## config.mk

```make
export PLATFORM = sky130hd
export DESIGN_NAME = memory_arbiter
export DESIGN_NICKNAME = d
export VERILOG_FILES = /design/src/sample_buffer_pkg.sv /design/src/memory_arbiter.sv
export SDC_FILE = /design/constraint.sdc
export NUM_CORES = 1
export LEC_CHECK = 0
export ABC_AREA = 1
export BUFFER_PORTS_ARGS = -buffer_cell sky130_fd_sc_hd__buf_4
export CORE_UTILIZATION = 25
export DETAILED_ROUTE_END_ITERATION = 12
export PLACE_DENSITY = 0.84
export SYNTH_ARGS = -nofsm -noshare
export SYNTH_HDL_FRONTEND = slang
export SYNTH_SLANG_ARGS = --single-unit
export TNS_END_PERCENT = 30
```

## constraint.sdc

```tcl
create_clock -name stream_in -period 1.4 [get_ports stream_in]
set_input_delay 0.28 -clock stream_in [delete_from_list [all_inputs] [get_ports stream_in]]
set_output_delay 0.28 -clock stream_in [all_outputs]
set_load 0.02 [all_outputs]
```

## src/sample_buffer_pkg.sv

```systemverilog
package sample_buffer_pkg;

  localparam int sample_width      = 16;
  localparam int sample_depth_log2 = 10;
  localparam int sample_depth      = 1 << sample_depth_log2;
  localparam int host_addr_width   = 12;

  typedef logic [sample_width-1:0]      sample_t;
  typedef logic [sample_depth_log2-1:0] sample_addr_t;
  typedef logic [host_addr_width-1:0]   host_addr_t;

  // Register map, valid while host address bit 11 is clear.
  localparam host_addr_t reg_control = 12'd0;
  localparam host_addr_t reg_start   = 12'd1;
  localparam host_addr_t reg_end     = 12'd2;
  localparam host_addr_t reg_status  = 12'd3;
  localparam host_addr_t reg_wptr    = 12'd4;

  localparam int host_mem_sel_bit = host_addr_width - 1;

  typedef struct packed {
    logic         active;
    logic         one_shot;
    sample_addr_t start_offset;
    sample_addr_t end_offset;
  } capture_cfg_t;

  typedef struct packed {
    logic         enabled;
    logic         wrap_toggle;
    sample_addr_t wptr;
  } capture_status_t;

  typedef struct packed {
    logic         req;
    logic         we;
    sample_addr_t addr;
    sample_t      wdata;
  } mem_req_t;

  typedef enum logic [1:0] {
    arb_idle,
    arb_host_pending,
    arb_read_return
  } arb_state_t;

endpackage

```

## src/memory_arbiter.sv

```systemverilog
`timescale 1ns/100ps

module memory_arbiter import sample_buffer_pkg::*; (
  input  logic     stream_in,
  input  logic     rst_n,
  input  mem_req_t capture_req,
  input  mem_req_t host_req,
  output logic     host_grant,
  output logic     host_rdata_valid,
  output mem_req_t ram_req
);

  arb_state_t state;
  arb_state_t state_next;

  // Capture always wins; the host only gets cycles the stream leaves free.
  assign host_grant = host_req.req && !capture_req.req && (state != arb_read_return);

  always_comb begin
    ram_req = capture_req;
    if (host_grant) ram_req = host_req;
  end

  always_comb begin
    state_next = state;
    case (state)
      arb_idle, arb_host_pending: begin
        if (host_grant) begin
          state_next = host_req.we ? arb_idle : arb_read_return;
        end else if (host_req.req) begin
          state_next = arb_host_pending;
        end else begin
          state_next = arb_idle;
        end
      end
      arb_read_return: state_next = arb_idle;
      default: state_next = arb_idle;
    endcase
  end

  always_ff @(posedge stream_in) begin
    if (!rst_n) begin
      state <= arb_idle;
    end else begin
      state <= state_next;
    end
  end

  assign host_rdata_valid = (state == arb_read_return); // RAM output is valid now.

endmodule

```

# == Word-level counts from Yosys, hierarchy flattened ==
# Index checks and enable logic that the tools add are counted.
# op_classes
eq_ne,3
n_mux,4
reduce_logical,6
# ops
operator,count
$mux 28,1
$mux 2,2
$eq 2x1->1 const B,1
$eq 2x2->1 const B,1
$logic_and 1x1->1,2
$logic_not 2->1,1
$ne 2x2->1 const B,1
$reduce_and 2->1,1
$reduce_or 2->1,1
$logic_not 1->1,1
$mux 1,1
# word_totals
reg_bits,2
output_inout_bits,30
wordCells,14

# == Longest topological paths before layout ==
# depth
depth_word,4
depth_mapped,7
depth_no_buf,5

# == Least setup slack after synthesis ==
# OpenSTA, ideal clock, no wires.
# synth_path
kind,flip-flop to output port
start,register state[0]
end,output port ram_req[10] (netlist bit)
t_arrival_ns,0.943
slack_ns,0.177
path_stages_with_launch,7
cell_sequence,dfxtp_1 > inv_1 > nand2_1 > buf_4 > buf_2 > nand3_1 > nand2_1
# synth_rtl
element,line,text
from (decl),memory_arbiter.sv:13,arb_state_t state;
from (signal assigned),memory_arbiter.sv:43,state <= arb_idle;
from (signal assigned),memory_arbiter.sv:45,state <= state_next;
to (decl),memory_arbiter.sv:10,output mem_req_t ram_req

==> flow_metrics.tcl <==
set metrics [dict create \
    status "finished with violations" \
    violations "setup timing" \
    cts_buffer_depth 2 \
    drt.antenna.violating_nets 0 \
    routabilityCongestion 0.709 \
    relSlewSlack_pct 89.9 \
    ys_seq_area_share_pct 7.82 \
    start_util_pct 26.4 \
    routed_wl_um 2600 \
    netlist_area_um2 512 \
    tightest_slew_ps 151 \
    rsz0062_at_grt "true" \
    drt-wirelength-per-cell_um 11.7 \
    layout-drive-gt1-share_pct 63.6 \
    overflow 0 \
    largest_reg_flops 2 \
    cp.arrival_ps 1130 \
    critPathKind "reg -> out" \
    max_stage_delay_ps 310 \
    drc 0 \
    io_buffers 87 \
    yosysTopAreaCellShare_pct 41.8 \
    rows 16 \
    p_leak_nw 0.827 \
    grt_pass1_wl_um 3080 \
    finalMaxSlewViolations 0 \
    cts_buffers 3 \
    cts_tree "built" \
    hold_buffers 0 \
    die_h_um 47.2 \
    cts_root_buf "clkbuf_4" \
    setup_slack_ps -14.5 \
    area_growth_pct 178 \
    vdd.ir_drop.worst_uv 312 \
    cp_cell_sequence "inv_2, nand2_4, nand2_4, buf_8, nand2_1, nand2_1, buf_6" \
    dieArea_mm2 0.00223 \
    finalCritPeriodShare_pct 101 \
    clock-sinks 2 \
    ys_top_cells_by_area "nand2_1 (42%), nand3_1 (27%), buf_6 (8.8%)" \
    die_x_um 47.2 \
    diodes 0 \
    syn_avg_cell_area_um2 4.83 \
    dr.pass1.iters 4 \
    post-cts-setup-buffers 0 \
    fin_util_pct 73.4 \
    reg_top3 "state: 2 flops" \
    crit_path_max_fanout 8 \
    syn-num-nets 164 \
    top_register "state" \
    syn_inst 106 \
    start_kind "flop" \
    dp_hpwl_um 1660 \
    cp-end-kind "output port" \
    synth_cell_type_count 10 \
    grt_antenna_before_repair 0 \
    grt_max_degree 16 \
    htreeDepth 1 \
    vias 1027 \
    num_io_pins 88 \
    finalSetupViolations 18 \
    drt_iter0_drc 13 \
    min_period_ps 1410 \
    hold_viol 0 \
    layout.nets 255 \
    clk_pin_slew_ps 30 \
    grt_usage_pct 19.7 \
    via_per_inst 4.63 \
    powerDensity_mw_per_mm2 511 \
    hp-class "in -> reg" \
    grt_pass1_vias 835 \
    slowest_stage "dfxtp_2" \
    insertion_delay_ps 220 \
    drv_cap 0 \
    yosysWarnings 0 \
    ys_ff_latch 2 \
    synth_largest_area_cell "nand2_1" \
    fmax_mhz 707 \
    crit_required_ps 1120 \
    hold_ws_ps 222 \
    design.core.area_mm2 0.00194 \
    finClkSkew_ps 0.261 \
]
==> stage by stage <==
stage,instances,worst slack (ps),total power [mW],instance area [um^2],setup TNS [ps]
floorplan,106,177,0.262,512,0
global placement,217,62.7,0.490,1170,0
detailed placement,217,34.9,0.496,1170,0
CTS,222,-61.6,0.701,1340,-1270
global route,222,-92.2,0.776,1430,-1870
finish,222,-14.5,0.729,1430,-118
==> where the power goes <==
| part | internal [mW] | switching, mW |
|---|---|---|
| combinational | 0.294 | 0.246 |
| sequential | 0.0598 | 0.00138 |
| clock | 0.0946 | 0.0328 |
| total | 0.448 | 0.280 |
==> cell families (layout without fill, tap and decap cells) <==
logic type / after synthesis / in the layout / synth area share (%)
buffers and inverters: 16 / 105 / 19.8
DFF: 2 / 2 / 7.82
and+or+nand+nor: 88 / 88 / 72.4
==> cell type report <==
type                            count  area (um^2)
Timing Repair Buffer               95          860
Fill cell                         168          517
Multi-Input combinational cell     88          440
Sequential cell                     2         42.5
Tap cell                           27         33.8
Inverter                            7         26.3
Clock buffer                        3         22.5
==> placed cells by master (no fill, tap or decap) <==
master | netlist | routed
nand4_1 | 1 | 1
nand2_2 | 0 | 20
inv_2 | 0 | 1
buf_8 | 0 | 2
nand2_4 | 0 | 2
buf_6 | 4 | 35
dfxtp_2 | 0 | 2
clkbuf_4 | 0 | 3
inv_1 | 7 | 6
nor2_4 | 0 | 1
nor2_1 | 1 | 1
buf_4 | 2 | 58
nand2_1 | 57 | 35
nand3_1 | 28 | 28
==> cell usage after synthesis <==
cell and number:
buf_2 3, buf_4 2, buf_6 4, dfxtp_1 2, inv_1 7, nand2_1 57, nand3_1 28, nand4_1 1
nor2_1 1, nor2_2 1
==> worst max-delay path: cells and delay by family (launching register included) <==
family / cells / cell delay (ps)
buffers and inverters: 3 / 320
flip-flops: 1 / 310
AND/OR/NAND/NOR: 4 / 290
==> timing repair <==
item | in CTS | in global routing
pin swaps | 2 | 9
gates resized for setup | 39 | 30
gates cloned | 2 | 0
endpoints found under the hold margin | 0 | 0
setup endpoints to repair | 29 | 30
==> path summary, 6_finish.rpt <==
check                           start                   to  slack (ps)  cells past startpoint
setup / recovery  state[0]$_SDFF_PP0_          ram_req[12]         -10                      7
hold / removal           host_req[26]  state[1]$_SDFF_PN0_         220                      2
setup reg to reg  state[1]$_SDFF_PN0_  state[1]$_SDFF_PN0_         750                      3
hold reg to reg   state[1]$_SDFF_PN0_  state[0]$_SDFF_PP0_         550                      3
==> per-layer routing <==
metal  vias up  GRT usage [%]  wire (um)
met4         0           10.3         69
li1        514              -          -
met1       446           17.6        820
met3         6           1.92        208
met5         -              0          0
met2        61           41.6       1500
Note: power is estimated with default switching activity, not from simulation.
