**src/sample_buffer_pkg.sv**
```systemverilog
package sample_buffer_pkg;

  localparam int sample_width      = 16;
  localparam int sample_depth_log2 = 10;
  localparam int sample_depth      = 1 << sample_depth_log2;
  localparam int host_addr_width   = 12;

  typedef logic [sample_width-1:0]      sample_t;
  typedef logic [sample_depth_log2-1:0] sample_addr_t;
  typedef logic [host_addr_width-1:0]   host_addr_t;

  // Register map, valid while host address bit 11 is clear.
  localparam host_addr_t reg_control = 12'd0;
  localparam host_addr_t reg_start   = 12'd1;
  localparam host_addr_t reg_end     = 12'd2;
  localparam host_addr_t reg_status  = 12'd3;
  localparam host_addr_t reg_wptr    = 12'd4;

  localparam int host_mem_sel_bit = host_addr_width - 1;

  typedef struct packed {
    logic         active;
    logic         one_shot;
    sample_addr_t start_offset;
    sample_addr_t end_offset;
  } capture_cfg_t;

  typedef struct packed {
    logic         enabled;
    logic         wrap_toggle;
    sample_addr_t wptr;
  } capture_status_t;

  typedef struct packed {
    logic         req;
    logic         we;
    sample_addr_t addr;
    sample_t      wdata;
  } mem_req_t;

  typedef enum logic [1:0] {
    arb_idle,
    arb_host_pending,
    arb_read_return
  } arb_state_t;

endpackage

```
**src/capture_engine.sv**
```systemverilog
`timescale 1ns/100ps

module capture_engine import sample_buffer_pkg::*; (
  input  logic            stream_in,
  input  logic            rst_n,
  input  logic            sample_valid,
  input  sample_t         sample_data,
  output logic            sample_ready,
  input  capture_cfg_t    cfg,
  input  logic            cfg_update,
  output capture_status_t status,
  output mem_req_t        capture_req
);

  logic         enabled;
  logic         wrap_toggle;
  sample_addr_t wptr;
  logic         write_en;
  logic         at_end;

  assign sample_ready = enabled;
  assign write_en     = sample_valid & enabled;
  assign at_end       = (wptr >= cfg.end_offset);

  always_ff @(posedge stream_in) begin
    if (!rst_n) begin
      enabled <= 1'b0;
    end else if (cfg_update) begin
      enabled <= cfg.active;
    end else if (cfg.one_shot && at_end) begin
      enabled <= 1'b0; // Stop one cycle after the last slot is reached.
    end
  end

  always_ff @(posedge stream_in) begin
    if (!rst_n) begin
      wptr        <= '0;
      wrap_toggle <= 1'b0;
    end else if (cfg_update && cfg.active) begin
      wptr <= cfg.start_offset;
    end else if (write_en) begin
      if (at_end) begin
        wptr        <= cfg.start_offset;
        wrap_toggle <= ~wrap_toggle;
      end else begin
        wptr <= wptr + 1'b1;
      end
    end
  end

  assign status = '{enabled: enabled, wrap_toggle: wrap_toggle, wptr: wptr};

  assign capture_req = '{
    req:   write_en,
    we:    1'b1,
    addr:  wptr,
    wdata: sample_data
  };

endmodule

```
**config.mk**
```make
export PLATFORM = sky130hd
export DESIGN_NAME = capture_engine
export DESIGN_NICKNAME = d
export VERILOG_FILES = /design/src/sample_buffer_pkg.sv /design/src/capture_engine.sv
export SDC_FILE = /design/constraint.sdc
export NUM_CORES = 1
export LEC_CHECK = 0
export BUFFER_PORTS_ARGS = -buffer_cell sky130_fd_sc_hd__buf_2
export CORE_ASPECT_RATIO = 1.25
export CORE_UTILIZATION = 37
export DETAILED_ROUTE_END_ITERATION = 16
export PLACE_DENSITY = 0.72
export SYNTH_ARGS = -nofsm -noshare
export SYNTH_HDL_FRONTEND = slang
export SYNTH_SLANG_ARGS = --single-unit
```
**constraint.sdc**
```tcl
create_clock -name stream_in -period 2 [get_ports stream_in]
set_input_delay 0.3 -clock stream_in [delete_from_list [all_inputs] [get_ports stream_in]]
set_output_delay 0.3 -clock stream_in [all_outputs]
set_load 0.05 [all_outputs]
```
# Yosys cells after proc, flatten, opt, wreduce, memory -nomap -nowiden
# Index checks and enable logic that the tools add are counted.
# word_totals
regBits	12
out_inout_bits	41
mem_bits_rw	0
latch_bits	0
mem_bits_ro	0
n_memories	0
input_bits	42
# classes
muxes	5
n_addsub	1
n_shift	0
div_mod_pow	0
n_bitwise	3
n_mul	0
n_eq_ne	0
reduce_logical	5
n_lt_le_gt_ge	1
# ops
operator	count
$mux 10	3
$add 10x1->10 const B	1
$ge 10x10->1	1
$reduce_bool 2->1	2
$reduce_and 3->1	1
$logic_and 1x1->1	2
$mux 1	2
$not 1->1	2
$and 1x1->1	1

# Longest topological paths before layout
# Gate-level depths: netlist (run 1).
# logic_depth
depth_word	4
ltp_mapped	9
depth_no_buf	8

# Worst setup path after synthesis (run 1)
# No wires, ideal clock.
# synth_path
path_kind	register -> register
start	register wptr[0]
end	register wptr[5]
setup_ns	0.074
arrival_ns	2.413
stages_incl_launch_ff	9
n_path_buf	0
slack_ns	-0.487
path_cell_list	dfxtp_1 > inv_1 > ha_1 > nand2b_1 > a21o_1 > a211oi_4 > nand3_4 > or4_1 > a31oi_1
# synth_between
elab_chain_cells	4
elab_cells_between_ends	5
cone_classes	1 x add/sub; 1 x order compare; 3 x mux
# synth_rtl
item	line	source
start, declared	capture_engine.sv:17	sample_addr_t wptr;
start signal, assigned	capture_engine.sv:40	wptr <= cfg.start_offset;
start signal, assigned	capture_engine.sv:43	wptr <= cfg.start_offset;
start signal, assigned	capture_engine.sv:46	wptr <= wptr + 1'b1;
$add 10x1->10 or $ge 10x10->1 (tied branches)	capture_engine.sv:46, capture_engine.sv:23	
$mux 10 *	capture_engine.sv:42	if (at_end) begin
$mux 10 *	capture_engine.sv:41	end else if (write_en) begin
$mux 10 *	capture_engine.sv:39	end else if (cfg_update && cfg.active) begin
# Mark *: on every way between the ends. The rest lies on a longest branch, timed or not. The select of a mux whose other input is x is not followed.
# A chain may end at the register's enable or synchronous reset.

# Worst setup path in the final report (run 1)
# Ends and elaborated chain as after synthesis.

==> summary.md, run 1 <==
| Metric | Value |
|---|---|
| Die area | 3480 um2 |
| Vias in the first global route | 970 |
| DRC violations left | 0 |
| Final Core Density | 48.1% |
| Worst-path fanout max | 8 |
| Crit-path max cell delay | 420 ps |
| Hold crit path type | in2reg |
| Yosys top cell area share | 20.0% |
| H-tree Lvls | 1 |
| Type of origin of the critical path | flop |
| FILL cells | 323 |
| Sequential area share after synthesis | 20.0% |
| Cell area after layout | 1440 um2 |
| Avg Inst Size Synth | 7.59 um2 |
| Total routed wirelength | 2.80 mm |
| Drt wl/cell | 12.3 um |
| Pin count of the biggest net entering global routing | 13 |
| ANT cells | 0 |
| Slew Viols, Final | 0 |
| Type of the worst setup path | reg2reg |
| Die height | 65.7 um |
| Ys async rst share | 0% |
| Synth top cells by count | buf_4, nand2_1, dfxtp_1, inv_1, ha_1 |
| Gr ovfl total | 0 |
| IO Port Bufs | 49 |
| Nets | 245 |
| Area delta synth->final | 20.2% |
| Reg2reg path depth | 8 |
| Global-route wire length before repair | 4.25 mm |
| Largest cells by area after synthesis | dfxtp_1, buf_4, ha_1 |
| Final setup violation count | 0 |
| Pleak | 0.729 nW |
| Min Tclk post-route | 1950 ps |
| DP Wirelength | 2.21 mm |
| Core area | 3000 um2 |
| Clock latency on the worst-skew pair | 280 ps |
| Initial Utilization | 40.0% |
| Unrepaired setup endpoints after global routing | true |
| # rows | 22 |
| Ratio of cells with drive above 1 in the final layout | 45.5% |
| DRT iter0 DRCs | 26 |
| CP cell instances | inv_4 > ha_4 > nand2b_4 > a21o_1 > a211oi_4 > nand3_4 > or4_1 > a31oi_1 |
| Clk root buf | clkbuf_4 |
| Vias | 1104 |
| Final Wtd Congestion | 0.781 |
| First-pass detailed-route iteration total | 4 |
| Yosys reg bits | 12 |
| R2R Setup Slk | 50 ps |
| Final hold violations | 0 |
| VDD IR-drop max | 0.000263 V |
| Syn Inst Count | 158 |
| F_max | 514 MHz |
| Initial antenna violation count | 0 |
| Clk pin slew, worst setup/hold paths | 80 ps |
| Mapped Area | 1200 um2 |
| Syn Nets | 211 |
| DRT antenna net count | 0 |
| Max-Cap Viols | 0 |
| GRT Total Usage | 16.7% |
| Most frequent cell after synthesis | buf_4 |
| Critical path's slowest cell | or4_1 |
| Main synth FF type | dfxtp_1 |
| Post-synth EDFFs | 0 |
| Crit path capture type | flop |
| Number of warnings issued by yosys | 0 |
| Num Clock Sinks | 12 |
| Setup Skew | 11.5 ps |
| CP Buf/Inv Count | 1 |
| I/O pin cnt | 83 |
| Chip width | 52.9 um |
| Vias per Instance | 4.86 |
| Placed cell area | 1360 um2 |
| Outcome | finished clean |
| Num CTS Buffers | 3 |
| Pwr Density | 565 nW/um2 |
| Family with the most delay on the worst path | simple AND/OR/NAND/NOR gates |
| Tcrit/Tclk final | 97.3% |
| Critical Path AT | 2150 ps |
| CTS tree | built |
| WP data required | 2200 ps |
| Top cell type by total area after synthesis | dfxtp_1 |
| Cells on Worst Hold Path | 3 |
| Crit. path cell count | 8 |
| Netlist cell types | 30 |
| CTS Buffer Depth | 2 |
-- worst paths after layout --
path	start	to
max	wptr[0]$_SDFFE_PN0P_	wptr[5]$_SDFFE_PN0P_
min	cfg[17]	wptr[7]$_SDFFE_PN0P_
max reg2reg	wptr[0]$_SDFFE_PN0P_	wptr[5]$_SDFFE_PN0P_
min reg2reg	wptr[2]$_SDFFE_PN0P_	wptr[2]$_SDFFE_PN0P_
-- placed cells by master, fill, tap and decap left out, types with 5 or more instances in the layout --
cell type	count
a21oi_1	6
a31oi_1	6
buf_2	49
buf_4	13
dfxtp_2	8
ha_1	9
inv_1	11
nand2_1	21
nand3_1	6
o21ai_0	5
or3_1	6
-- cell families after synthesis --
kind of cell    after synthesis  share of synthesized area, %
compound gates               30                          16.7
xor+xnor                      1                         0.730
fa+ha+maj                    11                          11.5
buf+inv                      45                          23.5
flops                        12                          20.0
mux                           5                          4.28
other cells                   1                         0.313
simple gates                 53                          23.0
-- metal layers --
metal | routed length (um) | up-vias | track usage, % | part of all wire (%)
li1 | - | 578 | - | -
met1 | 1160 | 477 | 19.5 | 41
met2 | 1390 | 45 | 29.7 | 50
met3 | 218 | 4 | 3.24 | 7.8
met4 | 27 | 0 | 4.93 | 0.96
met5 | 0 | - | 0 | 0
-- state kept, by name, indices dropped and copies added, names as in the netlist --
name and flops:
wptr 10, sample_ready 1, wrap_toggle 1
-- where the power goes --
group / leakage [nW] / total [mW] / internal (mW) / switching [mW]
registers: 0.103 / 0.277 / 0.258 / 0.0187
logic: 0.611 / 0.375 / 0.134 / 0.241
clock network: 0.0150 / 0.164 / 0.0774 / 0.0863
total: 0.729 / 0.815 / 0.470 / 0.346
-- metrics by stage --
stage	setup slack (ps)	hold WS, ps	power [mW]	std cells	TNS, ps
6_report	53.6	277	0.815	227	0
5_1_grt	-19.8	271	0.871	227	-19.8
3_3_place_gp	-2.46	496	0.635	222	-2.46
3_5_place_dp	-57.7	523	0.637	222	-57.7
4_1_cts	3.32	270	0.808	226	0
2_1_floorplan	-57.0	431	0.632	158	-152
-- layout make-up --
type | instances | area, um2 | area share [%]
Tap cell | 36 | 45.0 | 3.12
Inverter | 12 | 47.5 | 3.30
Multi-Input combinational cell | 101 | 723 | 50.1
Timing Repair Buffer | 62 | 343 | 23.8
Sequential cell | 12 | 258 | 17.9
Clock buffer | 4 | 26.3 | 1.82
-- worst register-to-register path, cell delays in order (launching register included) --
cell,delay [ps]
dfxtp_4,380
inv_4,40
ha_4,190
nand2b_4,120
a21o_1,180
a211oi_4,260
nand3_4,140
or4_1,420
a31oi_1,130
-- timing repair --
item / CTS / global route
pin swaps: 0 / 2
buffers inserted: 0 / 1
setup endpoints to repair: 1 / 10
hold buffers: 0 / 0
gates resized for setup: 2 / 5
(Power assumes the default switching activity.)
==> run 2, diff against run 1 <==
--- a/config.mk
+++ b/config.mk
@@ -9,7 +9,7 @@
 export CORE_ASPECT_RATIO = 1.25
 export CORE_UTILIZATION = 37
 export DETAILED_ROUTE_END_ITERATION = 16
-export PLACE_DENSITY = 0.72
+export PLACE_DENSITY = 0.76
 export SYNTH_ARGS = -nofsm -noshare
 export SYNTH_HDL_FRONTEND = slang
 export SYNTH_SLANG_ARGS = --single-unit
==> summary.md, run 2 (synthesis results as in run 1) <==
| Metric | Value |
|---|---|
| Outcome | finished clean |
| Worst-path fanout max | 7 |
| Reg-to-Reg End | wptr[5]$_SDFFE_PN0P_ |
| Critical path's slowest cell | or4_1 |
| FILL cells | 329 |
| Most flops, register | wptr |
| Chip width | 52.9 um |
| Clk root buf | clkbuf_4 |
| CTS tree | built |
| Crit path capture type | flop |
| VDD IR-drop max | 0.000332 V |
| Type of origin of the critical path | flop |
| Max-Cap Viols | 0 |
| Total routed wirelength | 2.73 mm |
| CP cell instances | inv_2 > ha_4 > nand2b_4 > a21o_1 > a211oi_4 > nand3_4 > or4_1 > a31oi_1 |
| Nets | 243 |
| Layout Cells excl Fill | 225 |
| Register area | 258 um2 |
| Initial Utilization | 40.0% |
| Pin count of the biggest net entering global routing | 12 |
| Min-delay src | cfg[19] |
| DRC violations left | 0 |
| # rows | 22 |
| DRT iter0 DRCs | 17 |
| Int Power | 0.458 mW |
| Min Tclk post-route | 1970 ps |
| First-pass detailed-route iteration total | 4 |
| Hold crit path type | in2reg |
| Hold Crit Endpoint | wptr[9]$_SDFFE_PN0P_ |
| R2R Setup Slk | 30 ps |
| R2r startpoint | wptr[0]$_SDFFE_PN0P_ |
| CTS Buffer Depth | 2 |
| Tcrit/Tclk final | 98.6% |
| Final Core Density | 47.2% |
| Vias per Instance | 4.90 |
| Initial antenna violation count | 0 |
| Pleak | 0.716 nW |
| Reg2reg path depth | 8 |
| Switching portion of total power | 43.1% |
| Drt wl/cell | 12.1 um |
| Clock latency on the worst-skew pair | 270 ps |
| Type of the worst setup path | reg2reg |
| Die height | 65.7 um |
| Final setup violation count | 0 |
| Gr ovfl total | 0 |
| # placed instances | 220 |
| F_max | 507 MHz |
| DRT antenna net count | 0 |
| Most frequent cells in the layout | buf_2, nand2_1, inv_1, buf_4, ha_1 |
| ANT cells | 0 |
| Unrepaired setup endpoints after global routing | true |
| DP Wirelength | 2.15 mm |
| Num CTS Buffers | 3 |
| Core area | 3000 um2 |
| Setup Skew | 1.20 ps |
| Die area | 3480 um2 |
| I/O pin cnt | 83 |
| Hold WS | 260 ps |
| Seq pwr share | 34.6% |
| Num Clock Sinks | 12 |
| Area delta synth->final | 18.1% |
| Final Wtd Congestion | 0.825 |
| Critical Path AT | 2170 ps |
| IO Port Bufs | 49 |
| WP data required | 2200 ps |
| H-tree Lvls | 1 |
| Global-route wire length before repair | 4.12 mm |
| Final hold violations | 0 |
| Pwr Density | 567 nW/um2 |
| Multi-input logic area | 716 um2 |
| Setup TNS | 0 ps |
| Max reg flops | 10 |
| Clk pin slew, worst setup/hold paths | 80 ps |
| Clock network fraction of total power | 20.2% |
| Crit-path max cell delay | 410 ps |
| Commonest non-fill, non-tap cell in the layout | buf_2 |
| NetSw | 0.347 mW |
| Vias in the first global route | 950 |
| Comb pwr share | 45.2% |
| GRT Total Usage | 16.1% |
| Ratio of cells with drive above 1 in the final layout | 45.0% |
| Family with the most delay on the worst path | simple AND/OR/NAND/NOR gates |
| Slew Viols, Final | 0 |
| CP Buf/Inv Count | 1 |
| Vias | 1102 |
| Cells on Worst Hold Path | 3 |
==> run 2: cell count changes in the layout (fill, tap and decap cells not counted) <==
cell / previous run / this run
buf_4: 13 / 11
clkbuf_1: 1 / 0
clkinv_1: 0 / 1
ha_2: 0 / 1
ha_4: 2 / 1
inv_2: 0 / 1
inv_4: 1 / 0
nand3_1: 6 / 5
nand3_2: 0 / 1
nor2_1: 2 / 3
nor2_2: 1 / 0
==> run 2: tightest hold or removal path, stage by stage <==
cell,delay (ps)
buf_2,100
nand2_1,40
a31oi_1,60
==> run 2: worst max-delay path by stage <==
stage,from,to,slack (ps),cells after the start
global route,wptr[7]$_SDFFE_PN0P_,wptr[5]$_SDFFE_PN0P_,-50,7
global placement,cfg[0],wptr[5]$_SDFFE_PN0P_,20,8
CTS,wptr[0]$_SDFFE_PN0P_,wptr[5]$_SDFFE_PN0P_,20,8
finish,wptr[0]$_SDFFE_PN0P_,wptr[5]$_SDFFE_PN0P_,30,8
detailed placement,cfg[0],wptr[5]$_SDFFE_PN0P_,-70,8
floorplan,wptr[0]$_SDFFE_PN0P_,wptr[5]$_SDFFE_PN0P_,-60,8
==> run 2: timing repair <==
action | 4_1_cts | 5_1_grt
hold buffers | 0 | 0
setup buffers | 0 | 1
gates resized for setup | 3 | 3
pin swaps | 0 | 0
setup endpoints to repair | 1 | 3
hold endpoints to repair | 0 | 0
==> run 2: layer usage <==
metal	routed length (um)	track usage [%]
met5	0	0
met4	49	6.25
met3	160	2.78
met2	1360	27.7
met1	1170	19.2
==> run 2: power groups by stage <==
stage               combinational, mW  clock [mW]  sequential (mW)
floorplan                       0.290           0            0.343
global placement                0.345           0            0.283
detailed placement              0.349           0            0.284
CTS                             0.362       0.164            0.278
global route                    0.392       0.172            0.282
finish                          0.363       0.162            0.279
==> run 2: cell type report <==
| type | count | share of cell area, % |
|---|---|---|
| well taps | 36 | 3.18 |
| multi-input cells | 101 | 50.5 |
| clock buffers | 3 | 1.59 |
| clock inverters | 1 | 0.265 |
| repair buffers | 60 | 23.1 |
| inverters | 12 | 3.18 |
| flip-flops and latches | 12 | 18.2 |
==> run 2: metrics by stage <==
step / area [um2] / setup WS, ps / total power, mW
2_1_floorplan: 1220 / -57.0 / 0.632
3_3_place_gp: 1350 / 18.1 / 0.628
3_5_place_dp: 1350 / -67.8 / 0.633
4_1_cts: 1400 / 17.8 / 0.804
5_1_grt: 1420 / -49.7 / 0.845
6_report: 1420 / 27.9 / 0.804
