==> src/sample_buffer_pkg.sv <==
package sample_buffer_pkg;

  localparam int sample_width      = 16;
  localparam int sample_depth_log2 = 10;
  localparam int sample_depth      = 1 << sample_depth_log2;
  localparam int host_addr_width   = 12;

  typedef logic [sample_width-1:0]      sample_t;
  typedef logic [sample_depth_log2-1:0] sample_addr_t;
  typedef logic [host_addr_width-1:0]   host_addr_t;

  // Register map, valid while host address bit 11 is clear.
  localparam host_addr_t reg_control = 12'd0;
  localparam host_addr_t reg_start   = 12'd1;
  localparam host_addr_t reg_end     = 12'd2;
  localparam host_addr_t reg_status  = 12'd3;
  localparam host_addr_t reg_wptr    = 12'd4;

  localparam int host_mem_sel_bit = host_addr_width - 1;

  typedef struct packed {
    logic         active;
    logic         one_shot;
    sample_addr_t start_offset;
    sample_addr_t end_offset;
  } capture_cfg_t;

  typedef struct packed {
    logic         enabled;
    logic         wrap_toggle;
    sample_addr_t wptr;
  } capture_status_t;

  typedef struct packed {
    logic         req;
    logic         we;
    sample_addr_t addr;
    sample_t      wdata;
  } mem_req_t;

  typedef enum logic [1:0] {
    arb_idle,
    arb_host_pending,
    arb_read_return
  } arb_state_t;

endpackage

==> src/sample_buffer_csr.sv <==
`timescale 1ns/100ps

module sample_buffer_csr import sample_buffer_pkg::*; (
  input  logic            stream_in,
  input  logic            rst_n,
  input  logic            host_wr,
  input  logic            host_rd,
  input  host_addr_t      host_addr,
  input  sample_t         host_wdata,
  output sample_t         host_rdata,
  output logic            host_rd_valid,
  output logic            host_busy,
  output capture_cfg_t    cfg,
  output logic            cfg_update,
  input  capture_status_t status,
  output mem_req_t        host_req,
  input  logic            host_grant,
  input  logic            host_rdata_valid,
  input  sample_t         mem_rdata
);

  logic    mem_sel;
  logic    reg_rd_valid;
  sample_t reg_rdata;
  sample_t reg_rdata_next;

  assign mem_sel = host_addr[host_mem_sel_bit];

  always_comb begin
    case (host_addr)
      reg_control: reg_rdata_next = sample_t'({cfg.one_shot, cfg.active});
      reg_start:   reg_rdata_next = sample_t'(cfg.start_offset);
      reg_end:     reg_rdata_next = sample_t'(cfg.end_offset);
      reg_status:  reg_rdata_next = sample_t'({status.wrap_toggle, status.enabled});
      reg_wptr:    reg_rdata_next = sample_t'(status.wptr);
      default:     reg_rdata_next = '0;
    endcase
  end

  always_ff @(posedge stream_in) begin
    if (!rst_n) begin
      cfg        <= '0;
      cfg_update <= 1'b0;
    end else begin
      cfg_update <= host_wr && !mem_sel && (host_addr == reg_control);
      if (host_wr && !mem_sel) begin
        case (host_addr)
          reg_control: begin
            cfg.active   <= host_wdata[0];
            cfg.one_shot <= host_wdata[1];
          end
          reg_start: cfg.start_offset <= sample_addr_t'(host_wdata);
          reg_end:   cfg.end_offset   <= sample_addr_t'(host_wdata);
          default: ;
        endcase
      end
    end
  end

  always_ff @(posedge stream_in) begin
    if (!rst_n) begin
      reg_rd_valid <= 1'b0;
    end else begin
      reg_rd_valid <= host_rd && !mem_sel;
    end
    reg_rdata <= reg_rdata_next;
  end

  // The memory request stays up until the arbiter grants it.
  always_ff @(posedge stream_in) begin
    if (!rst_n) begin
      host_req.req <= 1'b0;
      host_busy    <= 1'b0;
    end else if ((host_wr || host_rd) && mem_sel) begin
      host_req.req   <= 1'b1;
      host_req.we    <= host_wr;
      host_req.addr  <= sample_addr_t'(host_addr);
      host_req.wdata <= host_wdata;
      host_busy      <= 1'b1;
    end else begin
      if (host_grant) begin
        host_req.req <= 1'b0;
        if (host_req.we) host_busy <= 1'b0; // Writes are done once granted.
      end
      if (host_rdata_valid) host_busy <= 1'b0;
    end
  end

  assign host_rd_valid = reg_rd_valid | host_rdata_valid;
  assign host_rdata    = host_rdata_valid ? mem_rdata : reg_rdata;

endmodule

==> config.mk <==
export PLATFORM = sky130hd
export DESIGN_NAME = sample_buffer_csr
export DESIGN_NICKNAME = d
export VERILOG_FILES = /design/src/sample_buffer_pkg.sv /design/src/sample_buffer_csr.sv
export SDC_FILE = /design/constraint.sdc
export NUM_CORES = 1
export LEC_CHECK = 0
export BUFFER_PORTS_ARGS = -buffer_cell sky130_fd_sc_hd__clkbuf_2
export CORE_MARGIN = 2
export CORE_UTILIZATION = 50
export CTS_BUF_LIST = sky130_fd_sc_hd__clkbuf_2 sky130_fd_sc_hd__clkbuf_4 sky130_fd_sc_hd__clkbuf_8
export DETAILED_ROUTE_END_ITERATION = 16
export PLACE_DENSITY = 0.88
export SLEW_MARGIN = 10
export SYNTH_ARGS = -nofsm -noshare
export SYNTH_HDL_FRONTEND = slang
export SYNTH_SLANG_ARGS = --single-unit
==> constraint.sdc <==
create_clock -name stream_in -period 4.23 [get_ports stream_in]
set_input_delay 0.2115 -clock stream_in [delete_from_list [all_inputs] [get_ports stream_in]]
set_output_delay 0.2115 -clock stream_in [all_outputs]
set_load 0.1 [all_outputs]
; Yosys cells after proc, flatten, opt, wreduce, memory -nomap -nowiden
; Cells that the tools add are included.
[totals]
register_bits = 69
word_cells = 40
[classes]
n_mux = 8
eq_ne = 4
reduce_logical = 15
bitwise_logic = 1
[op_table]
columns = cell, count
row1 = $pmux 10 s5, 1
row2 = $eq 12x2->1 const B, 2
row3 = $mux 16, 1
row4 = $eq 12x1->1 const B, 1
row5 = $eq 12x3->1 const B, 1
row6 = $logic_not 12->1, 1
row7 = $reduce_and 2->1, 5
row8 = $mux 1, 6
row9 = $reduce_bool 3->1, 2
row10 = $logic_and 1x1->1, 4
row11 = $reduce_bool 2->1, 1
row12 = $logic_not 1->1, 1
row13 = $logic_or 1x1->1, 1
row14 = $or 1x1->1, 1

; Longest topological paths before layout
; Gate-level depths: netlist of run 1.
[depth]
ltp_word = 4
mapped_depth = 5
ltp_nobuf = 3

; Worst setup path after synthesis of run 1
; OpenSTA, ideal clock, no wires.
[synth_timing]
kind = in2reg
startpoint = input port rst_n
endpoint = register host_req[0] (netlist name) (enable)
setup_time_ps = 382
path_buffers = 2
slack_ps = 2349
t_required_ps = 3848
cell_stages = 4
t_arrival_ps = 1499
path_cell_list = clkbuf_1 clkbuf_1 o211ai_1 inv_1
[synth_via]
elab_chain_cells = 1
[synth_rtl]
columns = item, line
row1 = "start, declared", sample_buffer_csr.sv:5  ; input logic rst_n,
row2 = $reduce_and 2->1 (no line), n/a
row3 = "end, declared", sample_buffer_csr.sv:16  ; output mem_req_t host_req,
; Every way passes these cells.
; A chain may end at the register's enable or synchronous reset.

; Final worst setup path of run 1
; Ends and elaborated chain as after synthesis.

==> results.tsv, run 1 <==
stage	metric	value	unit
floorplanning	Die Ht	73.98	µm
cells_and_area	n_diodes	0	
setup_path	slowest stage cell, crit path	inv_1	
clock_tree	Clk pin slew, worst setup/hold paths	0.07	ns
floorplanning	Die X	73.98	µm
sta	final setup fails	0	
sta	post-route worst setup slack	2.322	ns
clock_tree	clk root buf	clkbuf_8	
clock_tree	CTS tree	yes	
cells_and_area	layout cell share with drive strength beyond 1	50.45	%
cells_and_area	commonest non-fill, non-tap cells in the layout	130 x clkbuf_2, 38 x nand2_1, 36 x dfxtp_1	
grt	largest net degree at the start of global routing	38	
place	port bufs	130	
floorplanning	num ports	131	
grt	grt ovf	0	
power	clock network power share	34.6	%
sta	Slew @ Worst Pin	1.051	ns
power	Psw	0.4540	mW
synthesis	sequential area share after synthesis	62.54	%
drt	final WL	6027	µm
sta	worst relative slew slack	29.83	%
flow_run	max cap viols	0	
cells_and_area	Sequential Area	1531	µm²
power	internal power	1.004	mW
clock_tree	clock buffer depth	2	
synthesis	Unique masters post-synth	29	
setup_path	worst r2r src	cfg[10]	
power	PD cells	433.8	nW/µm²
sta	Tmin final	1.908	ns
power	part of the power in registers	45.2	%
setup_path	critical path fanouts, max	37	
drt	Iter 0 DRT Violations	156	
place	Post-DP HPWL	4310	µm
synthesis	Synth Area per Inst	12.37	µm²
setup_path	crit-path cells	clkbuf_2 -> o211ai_1 -> inv_1	
power	Gate power share	20.2	%
drt	DR vias/cell	5.157	
drt	DRC violations left	0	
power	switching share of power	31.13	%
synthesis	synthesized area	2449	µm²
setup_path	Worst R2R End	reg_rdata[0]	
power	peak supply drop	0.3456	mV
cells_and_area	final net count	392	
setup_path	Startpoint Class	input pin	
clock_tree	post-CTS sizing	0	
setup_path	WP depth	3	
drt	post-route ant nets	0	
grt	vias in the first global route	1808	
synthesis	Synth area leaders	edfxtp_1 33%, dfxtp_1 29%, mux2i_1 9.0%	
grt	gr usage total	21.50	%
floorplanning	Starting Density	51.84	%
setup_path	CP Data Required Time	4.17	ns
sta	Final Hold Fails	0	
synthesis	synth warn	0	
drt	WL/cell	14.99	µm
place	post-place setup slack	1.940	ns
cells_and_area	synth-to-layout area growth	37.30	%
cells_and_area	commonest non-fill, non-tap cell in the layout	clkbuf_2	
setup_path	CP arrival	1.85	ns
setup_path	crit end category	flip-flop	
synthesis	Yosys reg bits	63	
floorplanning	core area	4723	µm²
floorplanning	die area	5473	µm²
drt	total number of vias	2073	
grt	initial antenna violation count	0	
setup_path	WS Path Type	input pin to flip-flop	
synthesis	cell count after synthesis	198	
synthesis	Syn Nets	260	
sta	fmax	524.1	MHz
synthesis	Yosys top cell by area	edfxtp_1	
drt	DRT Pass-1 Iters	4	
cells_and_area	area of the multi-input gates	868.3	µm²
cells_and_area	# fillers	356	
sta	max-slew violations	0	
setup_path	crit-path max cell delay	0.82	ns
sta	Final period util	45.11	%
clock_tree	Post-CTS Setup Bufs	0	
clock_tree	TritonCTS buffer count	9	
min_path	Hold Path Class	input pin to flip-flop	
power	Leak	1.540	nW
sta	RSZ-0062 raised after global routing	no	
clock_tree	H-Tree Depth	3	
clock_tree	Worst-Skew Late Latency	0.32	ns
outcome	status	complete, no violations	
place	GPL Wtd Cong	0.7501	
setup_path	R2R cell count	3	
sta	setup TNS	0	ns
clock_tree	Sink Count	63	
grt	first-pass GRT wire length	8514	µm
sta	Max Clock Skew	0.006093	ns
setup_path	crit path from	rst_n	
synthesis	Synth top area share	33.11	%
setup_path	crit-path leading delay family	buffers and inverters	
floorplanning	Core Rows	25	
clock_tree	# hold bufs at CTS	0	
setup_path	Buf/Inv on CP	2	
setup_path	crit path capture	host_req[0]	
setup_path	r2r setup slk	3.22	ns
-- routing by layer --
metal | vias to the layer above | share of wire (%) | global-route usage (%)
met2 | 93 | 53 | 37.60
met3 | 4 | 8.1 | 5.149
met5 | - | 0 | 0
met4 | 0 | 0.61 | 10.71
met1 | 986 | 38 | 24.62
li1 | 990 | - | -
-- sequential cells by signal, summed over array words and instances, names as in the netlist --
signal,cells
reg_rdata,10
cfg_update,1
cfg,22
reg_rd_valid,1
host_req,28
host_busy,1
-- cell families (layout without fill, tap and decap cells) --
family                 after synthesis  after routing  share of synthesized area [%]
flip-flops                          63             63                          62.54
buffers and inverters               13            150                          2.452
AND/OR/NAND/NOR                     73             73                          14.87
AO/OA/AOI/OAI                       13             13                          4.701
multiplexers                        36             36                          15.43
-- power by group through the flow --
stage / Clock [mW] / Combinational [mW] / Sequential, mW
5_1_grt: 0.537 / 0.305 / 0.661
6_report: 0.504 / 0.295 / 0.660
2_1_floorplan: 0 / 0.102 / 0.803
3_3_place_gp: 0 / 0.292 / 0.673
4_1_cts: 0.515 / 0.295 / 0.660
3_5_place_dp: 0 / 0.295 / 0.673
-- metrics by stage --
stage / instance area (µm²) / std cells / power, mW / hold WS (ns) / util (%)
5_1_grt: 3362 / 402 / 1.504 / 0.04461 / 71.18
6_report: 3362 / 402 / 1.458 / 0.05711 / 71.18
4_1_cts: 3357 / 402 / 1.470 / 0.03940 / 71.07
3_3_place_gp: 3156 / 386 / 0.9649 / 0.3889 / 66.81
3_5_place_dp: 3156 / 386 / 0.9679 / 0.3906 / 66.81
2_1_floorplan: 2449 / 198 / 0.9060 / 0.2830 / -
-- cell usage after synthesis --
library cell  count
nand3b_1          1
nor2_1           11
or3_1             1
buf_1             1
nor4_1            2
nand4b_1          1
a21oi_1           2
mux2i_1          22
clkbuf_1          7
and2_1            6
or4_1             1
inv_1             1
or4_4             2
o211ai_1          1
nand3_1           1
a222oi_1          8
mux2_2           14
nand2_1          38
dfxtp_1          36
edfxtp_1         27
nor3_1            1
buf_6             1
a32oi_1           2
or4b_2            1
or2_2             1
nor3b_1           3
nor2b_1           1
buf_2             3
or4bb_1           2
-- worst min path at each step --
stage	end	slack (ns)	startpoint	cells after the start
floorplan	reg_rd_valid	0.28	host_addr[11]	1
global placement	host_req[12]	0.39	host_wdata[12]	1
detailed placement	host_req[10]	0.39	host_wdata[10]	1
CTS	host_req[10]	0.04	host_wdata[10]	1
global route	host_req[12]	0.04	host_wdata[12]	1
finish	host_req[10]	0.06	host_wdata[10]	1
-- final cells by class --
class / count / share of cell area (%)
repair buffers: 133 / 20.02
clock buffers: 16 / 5.992
multi-input cells: 122 / 25.83
inverters: 1 / 0.1116
flip-flops and latches: 63 / 45.55
well taps: 67 / 2.493
(Power assumes the default switching activity.)
==> run 2, diff against run 1 <==
--- a/config.mk
+++ b/config.mk
@@ -7,10 +7,10 @@
 export LEC_CHECK = 0
 export BUFFER_PORTS_ARGS = -buffer_cell sky130_fd_sc_hd__clkbuf_2
 export CORE_MARGIN = 2
-export CORE_UTILIZATION = 50
+export CORE_UTILIZATION = 46
 export CTS_BUF_LIST = sky130_fd_sc_hd__clkbuf_2 sky130_fd_sc_hd__clkbuf_4 sky130_fd_sc_hd__clkbuf_8
 export DETAILED_ROUTE_END_ITERATION = 16
-export PLACE_DENSITY = 0.88
+export PLACE_DENSITY = 0.82
 export SLEW_MARGIN = 10
 export SYNTH_ARGS = -nofsm -noshare
 export SYNTH_HDL_FRONTEND = slang
==> constraint.sdc (replaced) <==
create_clock -name stream_in -period 2 [get_ports stream_in]
set_input_delay 0.1 -clock stream_in [delete_from_list [all_inputs] [get_ports stream_in]]
set_output_delay 0.1 -clock stream_in [all_outputs]
set_load 0.1 [all_outputs]
==> run 2 against run 1 <==
Effect of this change: clock skew increased by 0.0019 ns; sequential power rose by 110%; sequential share of layout area shrank 3.5 points; worst setup slack got worse by 2.3 ns; register-to-register slack worse by 2.2 ns; cell count is 7.7% higher; total power rose by 120%; non-clock buffer count up 28; core utilization up 0.18 points; die area rose by 8.2%; largest cell class unchanged; largest power group unchanged.
==> results.tsv, run 2 (synthesized netlist as in run 1, its figures left out) <==
stage	metric	value	unit
place	GPL Wtd Cong	0.6776	
floorplanning	num ports	131	
cells_and_area	Largest register FFs	28	
min_path	Hold EP	host_req[26]	
cells_and_area	n_diodes	0	
sta	post-route worst setup slack	0.01878	ns
drt	DRC violations left	0	
clock_tree	CTS tree	yes	
setup_path	critical path fanouts, max	10	
setup_path	R2R cell count	3	
grt	vias in the first global route	2166	
cells_and_area	Largest regs	host_req: 28 flops, cfg: 22 flops, reg_rdata: 10 flops	
place	placed inst area	3189	µm²
sta	max-slew violations	0	
grt	largest net degree at the start of global routing	37	
floorplanning	core area	5107	µm²
cells_and_area	final net count	420	
grt	grt ovf	0	
power	peak supply drop	0.6009	mV
sta	Final Hold Fails	0	
clock_tree	H-Tree Depth	3	
grt	initial antenna violation count	0	
floorplanning	Die Ht	76.96	µm
cells_and_area	most flop-heavy register	host_req	
cells_and_area	commonest non-fill, non-tap cells in the layout	130 x clkbuf_2, 38 x nand2_1, 36 x dfxtp_1	
clock_tree	clock buffer depth	2	
cells_and_area	layout cell share with drive strength beyond 1	47.93	%
clock_tree	Post-CTS Setup Bufs	0	
sta	Max Clock Skew	0.008000	ns
flow_run	max cap viols	0	
setup_path	Worst R2R End	reg_rdata[0]	
setup_path	crit end category	flip-flop	
setup_path	r2r setup slk	0.99	ns
cells_and_area	Finished Cell Area	3645	µm²
drt	DRT Pass-1 Iters	4	
grt	gr usage total	22.80	%
place	Post-DP HPWL	4472	µm
clock_tree	Worst-Skew Late Latency	0.33	ns
drt	DR vias/cell	4.938	
setup_path	Startpoint Class	input pin	
sta	Final period util	99.06	%
setup_path	WS Path Type	input pin to flip-flop	
power	total power	3.142	mW
setup_path	CP Data Required Time	2.21	ns
drt	WL/cell	15.07	µm
sta	fmax	504.7	MHz
sta	RSZ-0062 raised after global routing	no	
power	Leak	1.662	nW
cells_and_area	# fillers	382	
min_path	Hold Path Class	input pin to flip-flop	
sta	worst relative slew slack	26.87	%
clock_tree	clk root buf	clkbuf_8	
clock_tree	TritonCTS buffer count	9	
sta	final hold slack	0.02107	ns
drt	final WL	6526	µm
drt	post-route ant nets	0	
min_path	Worst Hold Depth	1	
min_path	HP Start	host_wr	
cells_and_area	commonest non-fill, non-tap cell in the layout	clkbuf_2	
clock_tree	Sink Count	63	
grt	first-pass GRT wire length	10400	µm
drt	total number of vias	2138	
sta	final setup fails	0	
cells_and_area	synth-to-layout area growth	48.85	%
floorplanning	Core Rows	26	
floorplanning	Starting Density	47.94	%
place	port bufs	130	
sta	Slew @ Worst Pin	1.096	ns
setup_path	CP arrival	2.19	ns
power	PD cells	862.0	nW/µm²
sta	Tmin final	1.981	ns
setup_path	worst r2r src	cfg[10]	
cells_and_area	area of the multi-input gates	880.8	µm²
clock_tree	Clk pin slew, worst setup/hold paths	0.07	ns
place	post-place setup slack	0.2635	ns
cells_and_area	Sequential Area	1531	µm²
outcome	status	complete, no violations	
sta	setup TNS	0	ns
drt	Iter 0 DRT Violations	165	
floorplanning	Die X	76.96	µm
floorplanning	die area	5923	µm²
==> run 2: cell types whose count changed in the layout (fill, tap and decap cells not counted), sizes merged <==
cell / change
buf: +4
bufinv: +1
clkbuf: -6
clkinv: +3
clkinvlp: +2
dlygate4sd3: +24
==> run 2: worst max path at each step <==
stage                             from          end  cells past startpoint
final                     host_addr[4]       cfg[5]                      5
after global routing      host_addr[4]       cfg[8]                      5
after CTS                 host_addr[9]       cfg[5]                      5
after detailed placement  host_addr[9]       cfg[9]                      4
after global placement    host_addr[9]       cfg[7]                      4
after floorplan                  rst_n  host_req[0]                      4
==> run 2: final cells by class <==
type | instances | share of cell area (%)
Timing Repair Buffer | 161 | 25.88
Tap cell | 70 | 2.403
Sequential cell | 63 | 42.02
Multi-Input combinational cell | 122 | 24.17
Clock inverter | 6 | 1.648
Inverter | 1 | 0.1030
Clock buffer | 10 | 3.776
==> run 2: timing repair <==
action	4_1_cts	5_1_grt
resized for setup	0	3
endpoints found under the setup margin	0	16
hold buffers	24	0
hold endpoints to repair	23	0
==> run 2: metrics by stage <==
stage / cells / util, %
floorplan: 198 / -
global placement: 393 / 62.44
detailed placement: 393 / 62.44
CTS: 433 / 71.02
global route: 433 / 71.36
finish: 433 / 71.36
==> run 2: where the power goes <==
| part | total [mW] | internal (mW) | switching (mW) |
|---|---|---|---|
| combinational | 0.666 | 0.143 | 0.523 |
| clock | 1.08 | 0.602 | 0.477 |
| sequential | 1.40 | 1.38 | 0.0117 |
| total | 3.14 | 2.13 | 1.01 |
==> run 2: metal layers <==
layer  routed length, µm  track usage, %
met1                2636           27.70
met2                3328           39.39
met3                 424           3.765
met4                 136           10.73
met5                   0               0
==> run 2: critical path, stage by stage <==
cell           delay (ns)
dlygate4sd3_1        0.54
clkbuf_2             0.12
or4_4                0.57
or4_4                0.67
mux2i_1              0.17
==> run 3, diff against run 2 <==
==> constraint.sdc (replaced) <==
create_clock -name stream_in -period 2.11 [get_ports stream_in]
set_input_delay 0.1055 -clock stream_in [delete_from_list [all_inputs] [get_ports stream_in]]
set_output_delay 0.1055 -clock stream_in [all_outputs]
set_load 0.1 [all_outputs]
==> run 3 against run 2 <==
Effect of this change: worst setup slack better by 0.11 ns; critical endpoint is now cfg[7]; worst hold slack worse by 0.0076 ns; non-clock buffer count down 2; sequential cell count unchanged; clock skew down 0.0032 ns; largest power group unchanged; via count down 0.19%; cell count down 0.46%; global-route usage down 0.36 points; combinational power down 5.6%.
==> results.tsv, run 3 (synthesized netlist as in run 1, its figures left out) <==
stage	metric	value	unit
outcome	status	complete, no violations	
grt	gr usage total	22.44	%
cells_and_area	commonest non-fill, non-tap cell in the layout	clkbuf_2	
power	peak supply drop	0.5650	mV
cells_and_area	# fillers	415	
setup_path	crit path from	host_addr[9]	
cells_and_area	commonest non-fill, non-tap cells in the layout	130 x clkbuf_2, 38 x nand2_1, 36 x dfxtp_1	
clock_tree	Clk pin slew, worst setup/hold paths	0.06	ns
clock_tree	H-Tree Depth	3	
floorplanning	core area	5107	µm²
floorplanning	Starting Density	47.94	%
grt	largest net degree at the start of global routing	37	
setup_path	worst r2r src	cfg[11]	
cells_and_area	Finished Cell Area	3600	µm²
sta	worst relative slew slack	26.65	%
sta	RSZ-0062 raised after global routing	no	
setup_path	Worst R2R End	reg_rdata[1]	
sta	setup TNS	0	ns
drt	DRC violations left	0	
place	GPL Wtd Cong	0.7258	
clock_tree	CTS tree	yes	
floorplanning	Core Rows	26	
clock_tree	Post-CTS Setup Bufs	0	
flow_run	max cap viols	0	
sta	Final period util	93.72	%
place	placed inst area	3182	µm²
clock_tree	Sink Count	63	
sta	final setup fails	0	
setup_path	R2R cell count	3	
cells_and_area	Largest regs	host_req: 28 flops, cfg: 22 flops, reg_rdata: 10 flops	
sta	fmax	505.7	MHz
cells_and_area	final net count	418	
setup_path	crit path capture	cfg[7]	
sta	Slew @ Worst Pin	1.099	ns
place	post-place setup slack	0.3718	ns
floorplanning	Die Ht	76.96	µm
floorplanning	die area	5923	µm²
floorplanning	Die X	76.96	µm
min_path	Hold Path Class	input pin to flip-flop	
floorplanning	num ports	131	
place	Post-DP HPWL	4513	µm
power	PD cells	814.8	nW/µm²
cells_and_area	Largest register FFs	28	
power	Leak	1.644	nW
cells_and_area	synth-to-layout area growth	47.01	%
grt	grt ovf	0	
drt	DRT Pass-1 Iters	5	
setup_path	CP Data Required Time	2.31	ns
cells_and_area	most flop-heavy register	host_req	
grt	vias in the first global route	2137	
sta	Max Clock Skew	0.004767	ns
clock_tree	TritonCTS buffer count	9	
place	placed cell count	392	
sta	Tmin final	1.978	ns
setup_path	CP arrival	2.18	ns
cells_and_area	layout cell share with drive strength beyond 1	47.09	%
cells_and_area	n_diodes	0	
place	port bufs	130	
drt	post-route ant nets	0	
setup_path	critical path fanouts, max	10	
drt	WL/cell	14.87	µm
drt	Iter 0 DRT Violations	128	
sta	post-route worst setup slack	0.1325	ns
sta	max-slew violations	0	
cells_and_area	Finished Core Util	70.48	%
setup_path	WS Path Type	input pin to flip-flop	
clock_tree	clk root buf	clkbuf_8	
clock_tree	clock buffer depth	2	
setup_path	crit end category	flip-flop	
clock_tree	Worst-Skew Late Latency	0.32	ns
setup_path	Startpoint Class	input pin	
sta	Final Hold Fails	0	
setup_path	r2r setup slk	1.09	ns
grt	initial antenna violation count	0	
sta	final hold slack	0.01349	ns
drt	DR vias/cell	4.951	
drt	total number of vias	2134	
power	total power	2.933	mW
grt	first-pass GRT wire length	10250	µm
cells_and_area	Final Non-Filler Cells	431	
drt	final WL	6411	µm
run 3: timing repair:
item,CTS,global route
resized for setup,0,0
hold buffers,23,0
hold endpoints to repair,23,0
run 3: worst min-delay path by stage:
stage,startpoint,to,slack (ns),cells past startpoint
floorplan,host_addr[11],reg_rd_valid,0.18,1
global placement,host_wdata[10],host_req[10],0.28,1
detailed placement,host_wdata[12],host_req[12],0.28,1
CTS,host_rd,reg_rd_valid,0.0009,3
global route,host_rd,reg_rd_valid,0.009,3
finish,host_rd,reg_rd_valid,0.01,3
run 3: where the power goes:
| part | internal (mW) | switching (mW) | leakage, nW |
|---|---|---|---|
| Clock | 0.562 | 0.419 | 0.101 |
| Sequential | 1.31 | 0.0107 | 0.541 |
| Combinational | 0.134 | 0.495 | 1.00 |
run 3: routing by layer:
layer  up-vias  track usage, %  wire [µm]  share of wire (%)
li1       1034               -          -                  -
met1       993           25.15       2572                 40
met2        98           40.00       3290                 51
met3         9           4.941        417                6.5
met4         0           11.09        130                2.0
met5         -               0          0                  0
run 3: worst max-delay path: stages:
cell,delay [ns]
dlygate4sd3_1,0.54
clkbuf_2,0.11
or4_1,0.60
or4_4,0.65
mux2i_1,0.17
run 3: final cells by class:
| type | count | area (µm²) | share of cell area (%) |
|---|---|---|---|
| clock buffer | 11 | 138.9 | 3.858 |
| clock inverter | 5 | 48.80 | 1.356 |
| inverter | 1 | 3.754 | 0.1043 |
| multi-input combinational | 122 | 863.3 | 23.98 |
| sequential | 63 | 1531 | 42.54 |
| tap | 70 | 87.58 | 2.433 |
| timing repair buffer | 159 | 925.9 | 25.72 |
